--- config.mk ---
export PLATFORM = sky130hd
export DESIGN_NAME = req_capture_flat
export DESIGN_NICKNAME = d
export VERILOG_FILES = /design/src/hdl/dmem_pkg.sv /design/src/hdl/dmem_if.sv /design/src/hdl/req_capture.sv /design/src/flat_wrapper.sv
export SDC_FILE = /design/constraint.sdc
export NUM_CORES = 1
export LEC_CHECK = 0
export BUFFER_PORTS_ARGS = -buffer_cell sky130_fd_sc_hd__buf_2
export CAP_MARGIN = 30
export CORE_MARGIN = 4
export CORE_UTILIZATION = 43
export DETAILED_ROUTE_END_ITERATION = 16
export PLACE_DENSITY = 0.95
export SLEW_MARGIN = 20
export SYNTH_ARGS = -nofsm -noshare
export SYNTH_HDL_FRONTEND = slang
export SYNTH_SLANG_ARGS = --single-unit
--- constraint.sdc ---
create_clock -name clk -period 6.8 [get_ports clk]
set_clock_uncertainty 0.15 [all_clocks]
set_input_delay 0.34 -clock clk [delete_from_list [all_inputs] [get_ports clk]]
set_output_delay 0.34 -clock clk [all_outputs]
set_load 0.005 [all_outputs]
--- src/hdl/dmem_pkg.sv ---
package dmem_pkg;

    // one data word, used on both the CPU side and the memory side
    typedef logic [31:0] word_t;

    // byte address
    typedef logic [31:0] addr_t;

    // access size code
    typedef logic [1:0]  size_t;

    // byte position inside an aligned word
    typedef logic [1:0]  offset_t;

    localparam size_t SIZE_B = 2'd0;   // byte
    localparam size_t SIZE_H = 2'd1;   // halfword
    localparam size_t SIZE_W = 2'd2;   // word

endpackage

--- src/hdl/dmem_if.sv ---
`timescale 1ns/1ps

interface cpu_req_if;
    import dmem_pkg::*;

    logic    valid;
    logic    wen;
    size_t   size;
    addr_t   addr;
    word_t   wdata;
    offset_t offset;         // addr[1:0]
    addr_t   aligned_addr;   // addr with low bits cleared
    logic    two_words;      // access spans two aligned words
    logic    needs_read;     // memory must be read first
    logic    ready;

    modport source (
        output valid, wen, size, addr, wdata, offset, aligned_addr, two_words, needs_read,
        input  ready
    );

    modport sink (
        input  valid, wen, size, addr, wdata, offset, aligned_addr, two_words, needs_read,
        output ready
    );
endinterface


--- src/hdl/req_capture.sv ---
`timescale 1ns/1ps

module req_capture (
    input  logic            clk,
    input  logic            rst_n,
    input  logic            req_valid,
    output logic            req_ready,
    input  logic            req_wen,
    input  dmem_pkg::size_t req_size,
    input  dmem_pkg::addr_t req_addr,
    input  dmem_pkg::word_t req_wdata,
    input  logic            done,
    cpu_req_if.source       cpu
);
    import dmem_pkg::*;

    logic  full;      // a request is held until done
    logic  pending;   // not yet taken by the controller
    logic  take;
    logic  wen_q;
    size_t size_q;
    addr_t addr_q;
    word_t wdata_q;

    assign req_ready = !full;
    assign take      = req_valid && !full;

    always_ff @(posedge clk or negedge rst_n) begin
        if (!rst_n) begin
            full    <= 1'b0;
            pending <= 1'b0;
        end else if (take) begin
            full    <= 1'b1;
            pending <= 1'b1;
        end else begin
            if (cpu.valid && cpu.ready) begin
                pending <= 1'b0;
            end
            if (done) begin
                full <= 1'b0;
            end
        end
    end

    always_ff @(posedge clk) begin
        if (take) begin
            wen_q   <= req_wen;
            size_q  <= req_size;
            addr_q  <= req_addr;
            wdata_q <= req_wdata;
        end
    end

    assign cpu.valid        = pending;
    assign cpu.wen          = wen_q;
    assign cpu.size         = size_q;
    assign cpu.addr         = addr_q;
    assign cpu.wdata        = wdata_q;
    assign cpu.offset       = addr_q[1:0];
    assign cpu.aligned_addr = {addr_q[31:2], 2'b00};

    // misaligned word, or halfword starting in the top byte
    assign cpu.two_words  = (size_q == SIZE_W && addr_q[1:0] != 2'd0) ||
                            (size_q == SIZE_H && addr_q[1:0] == 2'd3);

    // only an aligned word store can skip the read
    assign cpu.needs_read = !wen_q || size_q != SIZE_W || addr_q[1:0] != 2'd0;

endmodule

--- src/flat_wrapper.sv ---
// flat-port wrapper written by rule: the top's interface ports become plain ports
module req_capture_flat import dmem_pkg::*;
  (clk, rst_n, req_valid, req_ready, req_wen, req_size, req_addr, req_wdata, done, cpu_valid, cpu_wen, cpu_size, cpu_addr, cpu_wdata, cpu_offset, cpu_aligned_addr, cpu_two_words, cpu_needs_read, cpu_ready);
  cpu_req_if cpu_i ();
  input  logic clk;
  input  logic rst_n;
  input  logic req_valid;
  output logic req_ready;
  input  logic req_wen;
  input  dmem_pkg::size_t req_size;
  input  dmem_pkg::addr_t req_addr;
  input  dmem_pkg::word_t req_wdata;
  input  logic done;
  output wire logic [$bits(cpu_i.valid)-1:0] cpu_valid;
  output wire logic [$bits(cpu_i.wen)-1:0] cpu_wen;
  output wire logic [$bits(cpu_i.size)-1:0] cpu_size;
  output wire logic [$bits(cpu_i.addr)-1:0] cpu_addr;
  output wire logic [$bits(cpu_i.wdata)-1:0] cpu_wdata;
  output wire logic [$bits(cpu_i.offset)-1:0] cpu_offset;
  output wire logic [$bits(cpu_i.aligned_addr)-1:0] cpu_aligned_addr;
  output wire logic [$bits(cpu_i.two_words)-1:0] cpu_two_words;
  output wire logic [$bits(cpu_i.needs_read)-1:0] cpu_needs_read;
  input wire logic [$bits(cpu_i.ready)-1:0] cpu_ready;
  assign cpu_valid = cpu_i.valid;
  assign cpu_wen = cpu_i.wen;
  assign cpu_size = cpu_i.size;
  assign cpu_addr = cpu_i.addr;
  assign cpu_wdata = cpu_i.wdata;
  assign cpu_offset = cpu_i.offset;
  assign cpu_aligned_addr = cpu_i.aligned_addr;
  assign cpu_two_words = cpu_i.two_words;
  assign cpu_needs_read = cpu_i.needs_read;
  assign cpu_i.ready = cpu_ready;
  req_capture u_core (.clk(clk), .rst_n(rst_n), .req_valid(req_valid), .req_ready(req_ready), .req_wen(req_wen), .req_size(req_size), .req_addr(req_addr), .req_wdata(req_wdata), .done(done), .cpu(cpu_i));
endmodule
==> results_dict.tcl <==
set metrics [dict create \
    switching_share_pct 20.3 \
    power_density_mw_per_mm2 297 \
    syn_area_mm2 0.00238 \
    crit_slowest_cell "buf_4" \
    drt-total-wl_um 5400 \
    grt_start_max_net_pins 68 \
    antenna_found_initial 0 \
    postCtsSetupRepairBufs 0 \
    firstDrtPassIters 4 \
    grt_pass1_wl_um 7760 \
    placed_cells 327 \
    grt_pass1_vias 1592 \
    critical_path.startpoint "u_core.full" \
    grt.total_usage_pct 16.5 \
    htree_num_levels 3 \
    stdcell_count 344 \
    clock-sinks 69 \
    dieHeight_um 82.4 \
    timing.rr.end "u_core.cpu.addr[23]" \
    ant_nets 0 \
    hpwl_um 4280 \
    fillers 392 \
    period_share_pct 26.4 \
    final_core_util_pct 63.8 \
    clkPwrFrac_pct 39.1 \
    crit_arrival_ns 1.60 \
    power.leakage_nw 1.50 \
    status "finished clean" \
    multi_input_area_um2 56.3 \
    setup_viol 0 \
    reg2reg_depth 3 \
    rr_startpoint "u_core.full" \
    postSynthAreaPerCell_um2 20.7 \
    grt-ovfl-total 0 \
    crit_fanout 67 \
    drc 0 \
    cp-endpoint "u_core.cpu.addr[23]" \
    cap_violations 0 \
    cts_tree "done" \
    fmax_mhz 558 \
    ys_types 10 \
    hold_viol_final 0 \
    antenna_cells 0 \
    routabilityCongestion 0.766 \
    wl_met3_um 762 \
    cts_made_buffers 9 \
    start_util_pct 45.5 \
    wire_per_inst_um 15.7 \
    clock_latency_ns 0.32 \
    power_frac_seq_pct 52.1 \
    vdd_drop_max_v 0.000193 \
    regArea_mm2 0.00206 \
    route.top_layer_used "met4" \
    required_ns 6.61 \
    portBuffers 174 \
    syn2layout_area_growth_pct 40.4 \
    max_slew_margin_pct 45.9 \
    worst_pin_slew_ns 0.812 \
    fin_tns_setup_ns 0 \
    period_minus_slack_ns 1.79 \
    ios 177 \
    start_kind "flip-flop" \
    core_mm2 0.00524 \
    power_switching_uw 202 \
    ys_ff_latch 69 \
    end_kind "flip-flop" \
    drtIter0Drc 38 \
    drive_gt1_share_pct 69.7 \
    wl_met2_um 2750 \
    regToRegSetupSlack_ns 5.01 \
    fp.dieW_um 82.4 \
    crit_chain "nand2b_1, inv_2, buf_4" \
    rows 26 \
    hold_path_depth 1 \
    path_class "reg2reg" \
    yosysWarningCount 0 \
    pwr-share-comb_pct 8.8 \
    rsz0062_at_grt "false" \
    vias_per_cell 4.31 \
    finalNetCount 341 \
    maxSlewViolCount 0 \
    clk_pin_slew_ns 0.08 \
    die_area_mm2 0.00679 \
    synth_cells 115 \
    cts_root_buffer "clkbuf_8" \
    ys_seq_area_share_pct 86.6 \
    clockBufferDepth 2 \
    slowest_delay_ns 0.64 \
    internal_power_uw 790 \
    via_count 1483 \
    hp-class "in2reg" \
    drt-met1-wl_um 1790 \
]
## layout by cell type, fill, tap and decap left out
cell type	Yosys	final
dfrtp_1	2	2
buf_2	0	174
inv_1	3	2
clkinv_1	0	1
nand2b_1	2	2
dlygate4sd3_1	0	1
nor2_1	1	1
conb_1	1	2
edfxtp_1	67	67
bufinv_16	0	3
buf_4	34	1
o21ai_0	2	2
clkinvlp_4	0	2
nand4b_1	2	2
inv_2	0	1
o21ai_1	1	1
clkinv_2	0	1
clkbuf_8	0	9
## layout make-up
type / count / area share [%]
clock inverter: 7 / 3.41
timing repair buffer: 176 / 26.6
sequential: 69 / 61.7
clock buffer: 9 / 3.71
tap: 70 / 2.62
multi-input combinational: 10 / 1.68
inverter: 3 / 0.337
## critical path: cells and delay by family, from the launching register on
kind                   cells  cell delay (ns)
AND/OR/NAND/NOR            1             0.18
flip-flops                 1             0.39
buffers and inverters      2             0.69
## sequential cells by signal (all words and copies together), names as in the netlist
name	flops
u_core.cpu.addr	32
u_core.full	1
u_core.cpu.wdata	32
u_core.cpu.valid	1
u_core.cpu.size	2
u_core.cpu.wen	1
## per-layer routing
layer,track usage [%],up-vias
met1,15.5,672
met4,9.14,0
met2,28.8,113
met5,0,-
li1,-,690
met3,8.35,8
## synth_stat cells
library cell / instances / area, um2
dfrtp_1: 2 / 50.1
conb_1: 1 / 3.75
edfxtp_1: 67 / 2010
buf_4: 34 / 255
nand2b_1: 2 / 12.5
inv_1: 3 / 11.3
nor2_1: 1 / 3.75
o21ai_1: 1 / 5.00
o21ai_0: 2 / 10.0
nand4b_1: 2 / 17.5
## worst min path at each step
stage	end	slack [ns]	from
floorplan	u_core.cpu.valid	-0.11	rst_n
detailed placement	u_core.cpu.valid	-0.02	rst_n
CTS	u_core.cpu.wdata[28]	0.009	req_wdata[28]
global placement	u_core.cpu.valid	-0.02	rst_n
finish	u_core.cpu.wdata[28]	0.03	req_wdata[28]
global route	u_core.cpu.addr[24]	0.003	req_addr[24]
## power by group through the flow
stage,logic (mW),clock network (mW),registers [mW]
final,0.0876,0.388,0.517
after global routing,0.0980,0.419,0.520
after CTS,0.0896,0.398,0.517
after detailed placement,0.0893,0,0.526
after global placement,0.0860,0,0.524
after floorplan,0.0343,0,0.531
## through the flow
step                setup slack, ns  power [mW]  instance area (um2)  hold slack, ns
finish                         5.01       0.992                 3340          0.0295
global route                   4.89        1.04                 3340         0.00304
CTS                            5.01        1.00                 3340         0.00880
detailed placement             5.01       0.616                 3100         -0.0218
global placement               5.08       0.610                 3100         -0.0204
floorplan                      4.41       0.566                 2380          -0.106
## repair_timing
action,CTS,global route
endpoints found under the hold margin,2,0
resized for setup,0,0
hold buffers,1,0
## logic make-up (layout without fill, tap and decap cells)
| kind of cell | Yosys count | after routing | synth area share (%) |
|---|---|---|---|
| AOI/OAI and AO/OA | 3 | 3 | 0.630 |
| and+or+nand+nor | 5 | 5 | 1.42 |
| buffers and inverters | 37 | 195 | 11.2 |
| DFF | 69 | 69 | 86.6 |
| other | 1 | 2 | 0.157 |
No activity file was read; power rests on OpenSTA's default activity.
