--- config.mk ---
export PLATFORM = sky130hd
export DESIGN_NAME = lane_merge
export DESIGN_NICKNAME = d
export VERILOG_FILES = /design/src/hdl/dmem_pkg.sv /design/src/hdl/lane_merge.sv
export SDC_FILE = /design/constraint.sdc
export NUM_CORES = 1
export LEC_CHECK = 0
export BUFFER_PORTS_ARGS = -buffer_cell sky130_fd_sc_hd__clkbuf_2
export CELL_PAD_IN_SITES_DETAIL_PLACEMENT = 0
export CELL_PAD_IN_SITES_GLOBAL_PLACEMENT = 2
export CORE_UTILIZATION = 22
export DETAILED_ROUTE_END_ITERATION = 6
export GPL_ROUTABILITY_DRIVEN = 0
export PLACE_DENSITY = 0.86
export SLEW_MARGIN = 0
export SYNTH_ARGS = -nofsm -noshare
export SYNTH_HDL_FRONTEND = slang
export SYNTH_SLANG_ARGS = --single-unit
--- constraint.sdc ---
create_clock -name vclk -period 2.4
set_input_delay 0.6 -clock vclk [all_inputs]
set_output_delay 0.6 -clock vclk [all_outputs]
set_load 0.03 [all_outputs]
--- src/hdl/dmem_pkg.sv ---
package dmem_pkg;

    // one data word, used on both the CPU side and the memory side
    typedef logic [31:0] word_t;

    // byte address
    typedef logic [31:0] addr_t;

    // access size code
    typedef logic [1:0]  size_t;

    // byte position inside an aligned word
    typedef logic [1:0]  offset_t;

    localparam size_t SIZE_B = 2'd0;   // byte
    localparam size_t SIZE_H = 2'd1;   // halfword
    localparam size_t SIZE_W = 2'd2;   // word

endpackage

--- src/hdl/lane_merge.sv ---
`timescale 1ns/1ps

module lane_merge (
    input  dmem_pkg::offset_t offset,
    input  dmem_pkg::size_t   size,
    input  dmem_pkg::word_t   wdata,
    input  dmem_pkg::word_t   saved_word1,
    input  dmem_pkg::word_t   saved_word2,
    output dmem_pkg::word_t   load_word,
    output dmem_pkg::word_t   store_word1,
    output dmem_pkg::word_t   store_word2
);
    import dmem_pkg::*;

    logic [63:0] pair;         // saved words, lower address in low half
    logic [63:0] pair_shift;
    logic [4:0]  bit_shift;    // 8 * offset
    logic [3:0]  size_mask;    // bytes covered at offset 0
    logic [7:0]  lane_mask;    // bytes covered across the pair
    logic [63:0] data_shift;   // wdata moved up to the first byte
    logic [63:0] merged;

    assign pair      = {saved_word2, saved_word1};
    assign bit_shift = {offset, 3'b000};

    // load result is the four bytes starting at the offset
    assign pair_shift = pair >> bit_shift;
    assign load_word  = pair_shift[31:0];

    always_comb begin
        case (size)
            SIZE_B:  size_mask = 4'b0001;
            SIZE_H:  size_mask = 4'b0011;
            SIZE_W:  size_mask = 4'b1111;
            default: size_mask = 4'b1111;   // unused code, treat as word
        endcase
    end

    assign lane_mask  = {4'b0000, size_mask} << offset;
    assign data_shift = {32'd0, wdata} << bit_shift;

    // per byte pick new data or keep what memory held
    always_comb begin
        for (int i = 0; i < 8; i++) begin
            if (lane_mask[i]) begin
                merged[8*i +: 8] = data_shift[8*i +: 8];
            end else begin
                merged[8*i +: 8] = pair[8*i +: 8];
            end
        end
    end

    assign store_word1 = merged[31:0];
    assign store_word2 = merged[63:32];   // only written when two_words

endmodule

==> flow_summary.yaml, run 1 <==
status:
  status: "finished clean"
drt:
  drc: 0
  top_layer: "met4"
  vias: 2629
  vias_per_cell: 5.01
  drtIter0Drc: 50
  detail-route-antenna-nets: 0
  dr.pass1.iters: 4
  routed_wl_um: 10000
  wirelength_met1_um: 4000
  dr_wl_met3_um: 501
  wl_per_cell_um: 19.1
  wl_met2_um: 5260
finish:
  clock_buffers: 0
  seq_cells: 0
  multi_input_area_um2: 2170
  drive_gt1_share_pct: 87.0
  regArea_um2: 0
  num_antenna_cells: 0
  fin_nets: 494
  area_growth_syn_to_layout_pct: 83.9
  fillers: 1003
timing:
  tightest_slew_ps: 231
  hold_viol_final: 0
  slew_headroom_pct: 84.2
  worst_slack_ps: 23.9
  timing.final.crit_share_pct: 99.0
  fin_setup_tns_ps: 0
  slew_viol_final: 0
  finalSetupViolations: 0
  clock.fmax_ghz: 0.421
  grt_setup_unrepaired: "true"
  finalCriticalPeriod_ps: 2380
setup_path:
  startpoint: "offset[0]"
  timing.critical_path.to_type: "output pin"
  critical_path_class: "in2out"
  required_ps: 1800
  worst-path-max-fanout: 9
  start_kind: "primary input"
  cp.arrival_ps: 1780
power:
  peakVddDrop_v: 0.000121
  p_per_area_nw_per_um2: 297
  leakage_nw: 1.95
grt:
  grt_max_degree: 13
  globalRouteOverflowTotal: 0
  grt_pass1_vias: 2579
  grt_pass1_wl_um: 14100
  antenna_found_initial: 0
  grt_usage_pct: 17.4
yosys:
  synthDistinctLibCells: 27
  yosysTopAreaCellShare_pct: 38.3
  netlist_instances: 185
  synth_area_um2: 2230
  yosysSeqAreaShare_pct: 0
  yosys_warnings: 0
  syn_avg_cell_area_um2: 12.1
  synth_area_leaders: "mux4_2 (38%), mux2_2 (27%), mux2i_1 (7.2%), o2bb2ai_1 (5.5%), buf_4 (5.0%)"
  synth_top_area_cell: "mux4_2"
  synth_nets: 285
cts:
  postCtsHoldBufs: 0
floorplanning:
  die_area_um2: 10600
  pin_count: 196
  start_util_pct: 22.8
  die_w_um: 103
  rows: 36
  die_h_um: 103
  core-area_um2: 9820
placed_design:
  io_buffers: 180
  place_worst_setup_slack_ps: -178
  hpwl_um: 8270
worst_hold_path:
  holdPathStages: 0
  hold_start: "saved_word2[25]"
  hold_class: "in2out"
  min_to: "store_word2[25]"
flow_run:
  maxCapViolCount: 0
==> power by group <==
part | switching, mW | total [mW] | internal (mW)
clock network | 0 | 0 | 0
logic | 0.646 | 1.22 | 0.575
registers | 0 | 0 | 0
total | 0.646 | 1.22 | 0.575
==> through the flow <==
stage	utilization (%)	cell area [um2]	hold slack (ps)	std cells	power, mW
final	41.8	4110	1200	525	1.22
after global placement	36.4	3570	1200	519	1.05
after detailed placement	36.4	3570	1200	519	1.06
after floorplan	-	2250	1330	185	0.700
after global routing	41.8	4110	1200	525	1.29
after CTS	40.4	3960	1200	524	1.17
==> cell usage in the layout, fill, tap and decap left out, types with 2 or more instances in the layout <==
cell,instances
buf_8,9
buf_2,9
o2bb2ai_1,14
mux2_4,24
nor2_4,2
nor2_1,8
a21oi_4,2
mux4_1,2
a21oi_2,3
clkbuf_2,140
clkbuf_8,9
mux2i_4,2
mux4_2,38
buf_4,32
buf_12,9
buf_6,18
mux2_2,30
a21oi_1,5
clkbuf_16,2
mux2i_1,14
mux2_1,2
clkbuf_4,3
inv_1,2
==> area by class of cell <==
type                       instances  share of cell area, %
tap                              133                   4.05
inverter                           2                  0.183
multi-input combinational        157                   52.9
timing repair buffer             233                   42.8
==> logic make-up (layout without fill, tap and decap cells) <==
group	Yosys count	count (layout)	share of synthesized area [%]
mux	112	112	76.0
compound gates	29	29	10.7
buf+inv	28	235	9.24
simple gates	16	16	4.03
==> worst max path at each step <==
stage                       to  slack [ps]  depth (start not counted)
3_3_place_gp   store_word1[23]        -150                          6
2_1_floorplan  store_word1[23]          10                          5
5_1_grt        store_word1[14]         -30                          7
6_report         load_word[19]          20                          5
4_1_cts        store_word1[27]         -20                          5
3_5_place_dp   store_word1[23]        -180                          6
==> what timing repair did <==
item                       in CTS  in global routing
gates resized for setup        78                 57
setup endpoints to repair      59                 39
pin swaps                       2                  4
gates cloned                    2                  1
setup buffers                   3                  0
==> synthesized netlist by cell type <==
cell type,instances
mux4_1,2
a21oi_4,2
and2b_1,1
clkbuf_1,3
o2bb2ai_1,14
a21o_1,1
nor3_1,1
inv_1,2
and2_1,1
mux4_2,38
nor2b_1,1
nor2_2,1
buf_6,4
nand2_2,1
nor2_4,2
mux2i_1,16
nor2_1,8
mux2_1,2
a21oi_1,8
a22oi_1,1
o21a_1,1
a22o_1,1
mux2_2,54
a211oi_2,1
buf_2,3
buf_8,1
buf_4,15
==> metal layers <==
| layer | vias to the layer above | GRT usage (%) |
|---|---|---|
| met5 | - | 0 |
| met4 | 0 | 3.68 |
| met3 | 17 | 0.949 |
| met2 | 123 | 34.4 |
| met1 | 1293 | 20.5 |
| li1 | 1196 | - |
==> worst max-delay path, stage by stage <==
cell and delay [ps]:
buf_12 110, buf_12 130, bufbuf_16 260, mux4_2 490
clkbuf_8 170
Power figures use the tool's default switching activity.
==> run 2, diff against run 1 <==
==> constraint.sdc (replaced) <==
create_clock -name vclk -period 2.4
set_input_delay 0.36 -clock vclk [all_inputs]
set_output_delay 0.36 -clock vclk [all_outputs]
set_load 0.03 [all_outputs]
==> run 2 against run 1 <==
Effect of this change:
- die area did not move
- cell area decreased by 21%
- first-iteration DRC count grew 8.0%
- final cell count decreased by 6.5%
- critical path depth stayed put
- fmax rose by 7.6%
- setup slack better by 170 ps
- worst hold slack worse by 480 ps
- critical path type unchanged
- critical endpoint is now store_word1[26]
- highest routed layer is now met3
==> flow_summary.yaml, run 2 (same netlist as run 1, synthesis figures left out) <==
cts:
  postCtsHoldBufs: 0
  cts_setup_buffers: 0
  cts-resized-gates: 0
timing:
  hold_viol_final: 0
  finalSetupViolations: 0
  slew_headroom_pct: 72.9
  fin_hold_ws_ps: 720
  finalCriticalPeriod_ps: 2210
  clock.fmax_ghz: 0.453
  timing.final.crit_share_pct: 92.1
  slew_viol_final: 0
  worst_slack_ps: 191
  tightest_slew_ps: 405
  fin_setup_tns_ps: 0
  grt_setup_unrepaired: "false"
finish:
  layout_common_cells: "clkbuf_2 (179), mux2_2 (54), mux4_2 (38), buf_4 (19), mux2i_1 (16)"
  multi_input_area_um2: 2030
  fin_area_um2: 3260
  seq_cells: 0
  final_common_cell: "clkbuf_2"
  fin_cells: 491
  fin_util_pct: 33.2
  clock_buffers: 0
  regArea_um2: 0
  fin_nets: 460
  area_growth_syn_to_layout_pct: 45.9
  fillers: 1037
  drive_gt1_share_pct: 83.2
  num_antenna_cells: 0
placed_design:
  dpl_cell_area_um2: 3260
  io_buffers: 180
  dp_cells: 491
  hpwl_um: 7490
  place_worst_setup_slack_ps: 161
drt:
  vias: 2460
  routed_wl_um: 9180
  vias_per_cell: 5.01
  drtIter0Drc: 54
  wl_per_cell_um: 18.7
  detail-route-antenna-nets: 0
  drc: 0
  dr.pass1.iters: 4
floorplanning:
  start_util_pct: 22.8
  rows: 36
  pin_count: 196
  core-area_um2: 9820
  die_h_um: 103
  die_area_um2: 10600
  die_w_um: 103
setup_path:
  critical_path.cell_chain: "clkbuf_2, buf_4, mux4_1, mux2_2, clkbuf_2"
  critical_path_class: "in2out"
  cp.arrival_ps: 1850
  path_buf_inv: 3
  required_ps: 2040
  slowest_delay_ps: 350
  crit_slowest_cell: "buf_4"
  timing.critical_path.to_type: "output pin"
  cpMostUsedCell: "clkbuf_2"
  start_kind: "primary input"
  worst-path-max-fanout: 18
  crit_family: "buffers and inverters"
grt:
  globalRouteOverflowTotal: 0
  grt_max_degree: 21
  grt_pass1_wl_um: 13100
  grt_usage_pct: 16.2
  grt_pass1_vias: 2346
  antenna_found_initial: 0
worst_hold_path:
  hold_class: "in2out"
power:
  leakage_nw: 1.53
  power_uw: 992
  p_per_area_nw_per_um2: 304
  peakVddDrop_v: 0.0000968
flow_run:
  maxCapViolCount: 0
status:
  status: "finished clean"
## run 2: final timing paths
check	cells after the start	end	startpoint	slack, ps
hold / removal	0	store_word2[30]	saved_word2[30]	720
setup / recovery	5	store_word1[26]	offset[1]	190
## run 2: layout make-up
cell class | instances | area share [%]
inverter | 2 | 0.230
tap | 133 | 5.10
timing repair buffer | 199 | 32.5
multi-input combinational | 157 | 62.2
## run 2: routing by layer
layer	track usage (%)	wire (um)	vias up
met5	0	0	-
met4	0.542	0	0
met3	1.56	612	0
met2	31.1	4800	124
met1	20.4	3760	1210
li1	-	-	1126
## run 2: report_power, final
part	leakage, nW	internal (mW)	switching, mW	total [mW]
Clock	0	0	0	0
Sequential	0	0	0	0
Combinational	1.53	0.393	0.599	0.992
Total	1.53	0.393	0.599	0.992
