**src/hdl/dmem_pkg.sv**
```systemverilog
package dmem_pkg;

    // one data word, used on both the CPU side and the memory side
    typedef logic [31:0] word_t;

    // byte address
    typedef logic [31:0] addr_t;

    // access size code
    typedef logic [1:0]  size_t;

    // byte position inside an aligned word
    typedef logic [1:0]  offset_t;

    localparam size_t SIZE_B = 2'd0;   // byte
    localparam size_t SIZE_H = 2'd1;   // halfword
    localparam size_t SIZE_W = 2'd2;   // word

endpackage

```
**src/hdl/dmem_if.sv**
```systemverilog
`timescale 1ns/1ps

interface cpu_req_if;
    import dmem_pkg::*;

    logic    valid;
    logic    wen;
    size_t   size;
    addr_t   addr;
    word_t   wdata;
    offset_t offset;         // addr[1:0]
    addr_t   aligned_addr;   // addr with low bits cleared
    logic    two_words;      // access spans two aligned words
    logic    needs_read;     // memory must be read first
    logic    ready;

    modport source (
        output valid, wen, size, addr, wdata, offset, aligned_addr, two_words, needs_read,
        input  ready
    );

    modport sink (
        input  valid, wen, size, addr, wdata, offset, aligned_addr, two_words, needs_read,
        output ready
    );
endinterface

interface word_mem_if;
    import dmem_pkg::*;

    logic  valid;
    logic  wen;
    addr_t addr;         // word address, not byte address
    word_t wdata;
    logic  ready;
    logic  resp_valid;   // one cycle pulse per accepted request
    word_t rdata;

    modport master (
        output valid, wen, addr, wdata,
        input  ready, resp_valid, rdata
    );

    modport slave (
        input  valid, wen, addr, wdata,
        output ready, resp_valid, rdata
    );
endinterface

```
**src/hdl/access_ctrl.sv**
```systemverilog
`timescale 1ns/1ps

module access_ctrl (
    input  logic            clk,
    input  logic            rst_n,
    cpu_req_if.sink         cpu,
    word_mem_if.master      mem,
    input  dmem_pkg::word_t load_word,
    input  dmem_pkg::word_t store_word1,
    input  dmem_pkg::word_t store_word2,
    output dmem_pkg::word_t saved_word1,
    output dmem_pkg::word_t saved_word2,
    output logic            done,
    output logic            resp_valid,
    output dmem_pkg::word_t resp_rdata
);
    import dmem_pkg::*;

    typedef enum logic [3:0] {
        IDLE,
        CHECK,
        READ,
        READ_WAIT,
        READ2,
        READ2_WAIT,
        MERGE,
        PUSH,
        WRITE,
        WRITE_WAIT,
        WRITE2,
        WRITE2_WAIT
    } state_t;

    state_t state;
    word_t  load_q;       // latched load result
    word_t  store_q1;
    word_t  store_q2;
    addr_t  second_addr;  // byte address of the upper word
    logic   second;       // current access targets the upper word
    logic   last_write;

    assign second_addr = cpu.aligned_addr + 32'd4;
    assign second      = (state == READ2) || (state == WRITE2);

    assign cpu.ready = (state == IDLE);

    assign mem.valid = (state == READ) || (state == READ2) ||
                       (state == WRITE) || (state == WRITE2);
    assign mem.wen   = (state == WRITE) || (state == WRITE2);
    assign mem.addr  = second ? {2'b00, second_addr[31:2]} : {2'b00, cpu.addr[31:2]};
    assign mem.wdata = (state == WRITE2) ? store_q2 : store_q1;

    // store ends with the response of its final write
    assign last_write = mem.resp_valid &&
                        ((state == WRITE_WAIT && !cpu.two_words) || state == WRITE2_WAIT);

    assign resp_valid = (state == PUSH) || last_write;
    assign done       = resp_valid;
    assign resp_rdata = load_q;

    always_ff @(posedge clk or negedge rst_n) begin
        if (!rst_n) begin
            state <= IDLE;
        end else begin
            case (state)
                IDLE: begin
                    if (cpu.valid) begin
                        state <= cpu.wen ? CHECK : READ;
                    end
                end
                CHECK:       state <= cpu.needs_read ? READ : WRITE;
                READ: begin
                    if (mem.ready) state <= READ_WAIT;
                end
                READ_WAIT: begin
                    if (mem.resp_valid) state <= cpu.two_words ? READ2 : MERGE;
                end
                READ2: begin
                    if (mem.ready) state <= READ2_WAIT;
                end
                READ2_WAIT: begin
                    if (mem.resp_valid) state <= MERGE;
                end
                MERGE:       state <= cpu.wen ? WRITE : PUSH;
                PUSH:        state <= IDLE;
                WRITE: begin
                    if (mem.ready) state <= WRITE_WAIT;
                end
                WRITE_WAIT: begin
                    if (mem.resp_valid) state <= cpu.two_words ? WRITE2 : IDLE;
                end
                WRITE2: begin
                    if (mem.ready) state <= WRITE2_WAIT;
                end
                WRITE2_WAIT: begin
                    if (mem.resp_valid) state <= IDLE;
                end
                default:     state <= IDLE;
            endcase
        end
    end

    always_ff @(posedge clk) begin
        if (state == READ_WAIT && mem.resp_valid) begin
            saved_word1 <= mem.rdata;
        end
        if (state == READ2_WAIT && mem.resp_valid) begin
            saved_word2 <= mem.rdata;
        end
        if (state == CHECK) begin
            store_q1 <= cpu.wdata;   // aligned word goes out unchanged
        end
        if (state == MERGE) begin
            load_q   <= load_word;
            store_q1 <= store_word1;
            store_q2 <= store_word2;
        end
    end

endmodule

```
**src/flat_wrapper.sv**
```systemverilog
// flat-port wrapper written by rule: the top's interface ports become plain ports
module access_ctrl_flat import dmem_pkg::*;
  (clk, rst_n, load_word, store_word1, store_word2, saved_word1, saved_word2, done, resp_valid, resp_rdata, cpu_valid, cpu_wen, cpu_size, cpu_addr, cpu_wdata, cpu_offset, cpu_aligned_addr, cpu_two_words, cpu_needs_read, cpu_ready, mem_valid, mem_wen, mem_addr, mem_wdata, mem_ready, mem_resp_valid, mem_rdata);
  cpu_req_if cpu_i ();
  word_mem_if mem_i ();
  input  logic clk;
  input  logic rst_n;
  input  dmem_pkg::word_t load_word;
  input  dmem_pkg::word_t store_word1;
  input  dmem_pkg::word_t store_word2;
  output dmem_pkg::word_t saved_word1;
  output dmem_pkg::word_t saved_word2;
  output logic done;
  output logic resp_valid;
  output dmem_pkg::word_t resp_rdata;
  input wire logic [$bits(cpu_i.valid)-1:0] cpu_valid;
  input wire logic [$bits(cpu_i.wen)-1:0] cpu_wen;
  input wire logic [$bits(cpu_i.size)-1:0] cpu_size;
  input wire logic [$bits(cpu_i.addr)-1:0] cpu_addr;
  input wire logic [$bits(cpu_i.wdata)-1:0] cpu_wdata;
  input wire logic [$bits(cpu_i.offset)-1:0] cpu_offset;
  input wire logic [$bits(cpu_i.aligned_addr)-1:0] cpu_aligned_addr;
  input wire logic [$bits(cpu_i.two_words)-1:0] cpu_two_words;
  input wire logic [$bits(cpu_i.needs_read)-1:0] cpu_needs_read;
  output wire logic [$bits(cpu_i.ready)-1:0] cpu_ready;
  output wire logic [$bits(mem_i.valid)-1:0] mem_valid;
  output wire logic [$bits(mem_i.wen)-1:0] mem_wen;
  output wire logic [$bits(mem_i.addr)-1:0] mem_addr;
  output wire logic [$bits(mem_i.wdata)-1:0] mem_wdata;
  input wire logic [$bits(mem_i.ready)-1:0] mem_ready;
  input wire logic [$bits(mem_i.resp_valid)-1:0] mem_resp_valid;
  input wire logic [$bits(mem_i.rdata)-1:0] mem_rdata;
  assign cpu_i.valid = cpu_valid;
  assign cpu_i.wen = cpu_wen;
  assign cpu_i.size = cpu_size;
  assign cpu_i.addr = cpu_addr;
  assign cpu_i.wdata = cpu_wdata;
  assign cpu_i.offset = cpu_offset;
  assign cpu_i.aligned_addr = cpu_aligned_addr;
  assign cpu_i.two_words = cpu_two_words;
  assign cpu_i.needs_read = cpu_needs_read;
  assign cpu_ready = cpu_i.ready;
  assign mem_valid = mem_i.valid;
  assign mem_wen = mem_i.wen;
  assign mem_addr = mem_i.addr;
  assign mem_wdata = mem_i.wdata;
  assign mem_i.ready = mem_ready;
  assign mem_i.resp_valid = mem_resp_valid;
  assign mem_i.rdata = mem_rdata;
  access_ctrl u_core (.clk(clk), .rst_n(rst_n), .cpu(cpu_i), .mem(mem_i), .load_word(load_word), .store_word1(store_word1), .store_word2(store_word2), .saved_word1(saved_word1), .saved_word2(saved_word2), .done(done), .resp_valid(resp_valid), .resp_rdata(resp_rdata));
endmodule
```
**config.mk**
```make
export PLATFORM = sky130hd
export DESIGN_NAME = access_ctrl_flat
export DESIGN_NICKNAME = d
export VERILOG_FILES = /design/src/hdl/dmem_pkg.sv /design/src/hdl/dmem_if.sv /design/src/hdl/access_ctrl.sv /design/src/flat_wrapper.sv
export SDC_FILE = /design/constraint.sdc
export NUM_CORES = 1
export LEC_CHECK = 0
export BUFFER_PORTS_ARGS = -buffer_cell sky130_fd_sc_hd__buf_2
export CAP_MARGIN = 40
export CORE_AREA = 5 5 155 157
export DETAILED_ROUTE_END_ITERATION = 6
export DIE_AREA = 0 0 160 162
export GPL_ROUTABILITY_DRIVEN = 0
export GPL_TIMING_DRIVEN = 1
export PLACE_DENSITY_LB_ADDON = 0.3
export RECOVER_POWER = 50
export SLEW_MARGIN = 20
export SYNTH_ARGS = -nofsm -noshare
export SYNTH_HDL_FRONTEND = slang
export SYNTH_SLANG_ARGS = --single-unit
```
**constraint.sdc**
```tcl
create_clock -name clk -period 5.1 [get_ports clk]
set_input_delay 0.51 -clock clk [delete_from_list [all_inputs] [get_ports clk]]
set_output_delay 0.51 -clock clk [all_outputs]
set_load 0.02 [all_outputs]
```
==> flow_metrics.env <==
export IMPL_synth_avg_cell_area_um2=15.4
export IMPL_fp_coreArea_um2=22400
export IMPL_fin_ws_ps=1470
export IMPL_p_leak_nw=3.78
export IMPL_die_w_um=160
export IMPL_initial_core_util_pct=31.2
export IMPL_relSlewSlack_pct=-48.6
export IMPL_place_ws_ps=2270
export IMPL_cp_end_kind="flip-flop"
export IMPL_power_frac_seq_pct=40.2
export IMPL_final_cell_mix="buf_2, edfxtp_1, clkbuf_1"
export IMPL_routed_wl_mm=21.3
export IMPL_wl_per_cell_um=18.6
export IMPL_fillers=2147
export IMPL_slew_violations=50
export IMPL_synth_seq_cells=164
export IMPL_cts_tree="yes"
export IMPL_multiInputGateArea_um2=1950
export IMPL_hold_viol_final=0
export IMPL_synthCells=454
export IMPL_p_sw_w=0.00162
export IMPL_fmax_mhz=276
export IMPL_netlist_top_cell_by_area="edfxtp_1"
export IMPL_die_area_um2=25900
export IMPL_fin_worst_skew_ps=13.2
export IMPL_grt_max_degree=38
export IMPL_start_kind="flip-flop"
export IMPL_critPathMaxFanout=37
export IMPL_powerDensity_nw_per_um2=470
export IMPL_regArea_um2=4900
export IMPL_yosys_warnings=0
export IMPL_io_buffers=390
export IMPL_maxCapViolations=2
export IMPL_cts_hold_buffers_added=1
export IMPL_grt_pass1_vias=5378
export IMPL_ir_drop_mv=0.222
export IMPL_cpLargestDelayFamily="simple AND/OR/NAND/NOR gates"
export IMPL_htreeDepth=4
export IMPL_drt_pass1_iter_count=4
export IMPL_hpwl_mm=17.1
export IMPL_cts_root_buf="clkbuf_16"
export IMPL_synth_cell_type_count=46
export IMPL_cp_slowest_cell="and2_0"
export IMPL_violations="max-capacitance violations, max-slew violations"
export IMPL_post_cts_resized=0
export IMPL_dieHeight_um=162
export IMPL_fin_crit_sh_pct=71.1
export IMPL_track_usage_pct=16.0
export IMPL_drt_iter0_markers=215
export IMPL_p_clk_share_pct=27.9
export IMPL_rsz0062_at_grt="false"
export IMPL_switching_share_pct=35.1
export IMPL_critPathBufInv=1
export IMPL_clk_path_buf_depth=2
export IMPL_ios=401
export IMPL_mostFrequentLayoutCell="buf_2"
export IMPL_path_cells="nor2b_1, and2_0, buf_12, mux2_2"
export IMPL_numCtsBuffers=17
export IMPL_worstPathRequired_ps=5260
export IMPL_setup_viol=0
export IMPL_power_internal_w=0.00300
export IMPL_syn_to_final_growth_pct=40.6
export IMPL_synth_area_leaders="edfxtp_1, mux2_2, xnor2_1, nand2_1, o21ai_0"
export IMPL_hold_path_class="primary input to flip-flop"
export IMPL_num_vias=5236
export IMPL_critPathKind="flip-flop to flip-flop"
export IMPL_drive_gt1_share_pct=46.5
export IMPL_fin_nets=1087
export IMPL_critical_path_max_stage_delay_ps=1670
export IMPL_tns_ps=0
export IMPL_cp_arrival_ps=3780
export IMPL_synth_area_um2=6980
export IMPL_status="finished with violations"
export IMPL_grt_remaining_overflow=0
export IMPL_post_cts_buffers=0
export IMPL_cts_sinks=164
export IMPL_path_clk_slew_ps=80
export IMPL_yosysSeqAreaShare_pct=70.3
export IMPL_route_detailed_drc=0
export IMPL_ant_nets=0
export IMPL_rows=55
export IMPL_yosys_area_top_type_share_pct=68.8
export IMPL_tightestPinTransition_ps=2230
export IMPL_clock_latency_ps=420
export IMPL_grt_pass1_wl_mm=31.5
export IMPL_fin_crit_ps=3630
export IMPL_viasPerCell=4.55
export IMPL_grt_antenna_before_repair=5
export IMPL_p_comb_share_pct=31.9
==> logic make-up after synthesis <==
logic type               Yosys count  synth area share (%)
flip-flops                       164                  70.3
AND/OR/NAND/NOR                  108                  8.28
XOR/XNOR                          29                  3.64
buffers and inverters             30                  2.08
multiplexers                      68                  10.9
other                              1                0.0537
adder cells (fa/ha/maj)            1                 0.179
AO/OA/AOI/OAI                     53                  4.57
==> cells in the mapped netlist, drive strengths merged <==
master  number
and4         5
nand3       12
o22ai        1
a21o         1
mux2i        2
nand2       40
or4          1
nor3        13
ha           1
a31oi        1
o21bai       1
and3         7
a211oi       1
or2          1
nor4         3
nand4        6
nand2b       1
o21ai       33
nor2b        4
and2         1
mux2        66
conb         1
buf         15
inv          6
nor2        14
o211ai       1
clkbuf       9
a32oi        2
a22oi        3
a21oi        8
xnor2       19
dfrtp        4
xor2        10
edfxtp     160
o32ai        1
==> power by group through the flow <==
stage	clock (W)	combinational [W]	sequential (W)
2_1_floorplan	0	0.000886	0.00192
3_3_place_gp	0	0.00145	0.00188
3_5_place_dp	0	0.00151	0.00188
4_1_cts	0.00132	0.00152	0.00185
5_1_grt	0.00138	0.00160	0.00188
6_report	0.00129	0.00147	0.00186
==> cell type report <==
type                            instances  share of cell area [%]
Tap cell                              285                    3.63
Multi-Input combinational cell        261                    19.9
Clock inverter                         15                    1.89
Antenna cell                            2                  0.0510
Clock buffer                           17                    4.34
Sequential cell                       164                    50.0
Inverter                                6                   0.230
Timing Repair Buffer                  400                    20.0
==> metal layers <==
metal | vias up | GRT usage, % | share of wire, %
met4 | 6 | 6.18 | 2.8
li1 | 2513 | - | -
met5 | - | 0 | 0.16
met2 | 273 | 29.6 | 53
met1 | 2409 | 15.9 | 34
met3 | 35 | 6.72 | 10
==> worst paths after layout <==
check / start / end / slack (ps) / cells after the start
setup / recovery: u_core.state[1]$_DFFE_PN0P_ / u_core.store_q1[27]$_DFFE_PP_ / 1470 / 4
hold / removal: load_word[27] / u_core.resp_rdata[27]$_DFFE_PN_ / 250 / 1
setup reg to reg: u_core.state[1]$_DFFE_PN0P_ / u_core.store_q1[27]$_DFFE_PP_ / 1470 / 4
hold reg to reg: u_core.state[3]$_DFFE_PN0P_ / u_core.state[2]$_DFFE_PN0P_ / 720 / 1
max in group asynchronous: rst_n / u_core.state[2]$_DFFE_PN0P_ / 4410 / 2
min in group asynchronous: rst_n / u_core.state[3]$_DFFE_PN0P_ / 490 / 2
==> metrics by stage <==
step	hold slack, ps	utilization (%)	cell area (um^2)	instances	power, W
2_1_floorplan	214	-	6980	455	0.00280
3_3_place_gp	323	41.2	9230	1110	0.00333
3_5_place_dp	323	41.8	9340	1115	0.00339
4_1_cts	233	44.5	9960	1148	0.00470
5_1_grt	226	43.9	9810	1150	0.00485
6_report	255	43.9	9810	1150	0.00462
==> registers in the layout, summed over array words and instances (netlist names) <==
| register | count |
|---|---|
| u_core.saved_word1 | 32 |
| u_core.resp_rdata | 32 |
| u_core.store_q1 | 32 |
| u_core.store_q2 | 32 |
| u_core.state | 4 |
| u_core.saved_word2 | 32 |
No activity file was read; power rests on OpenSTA's default activity.
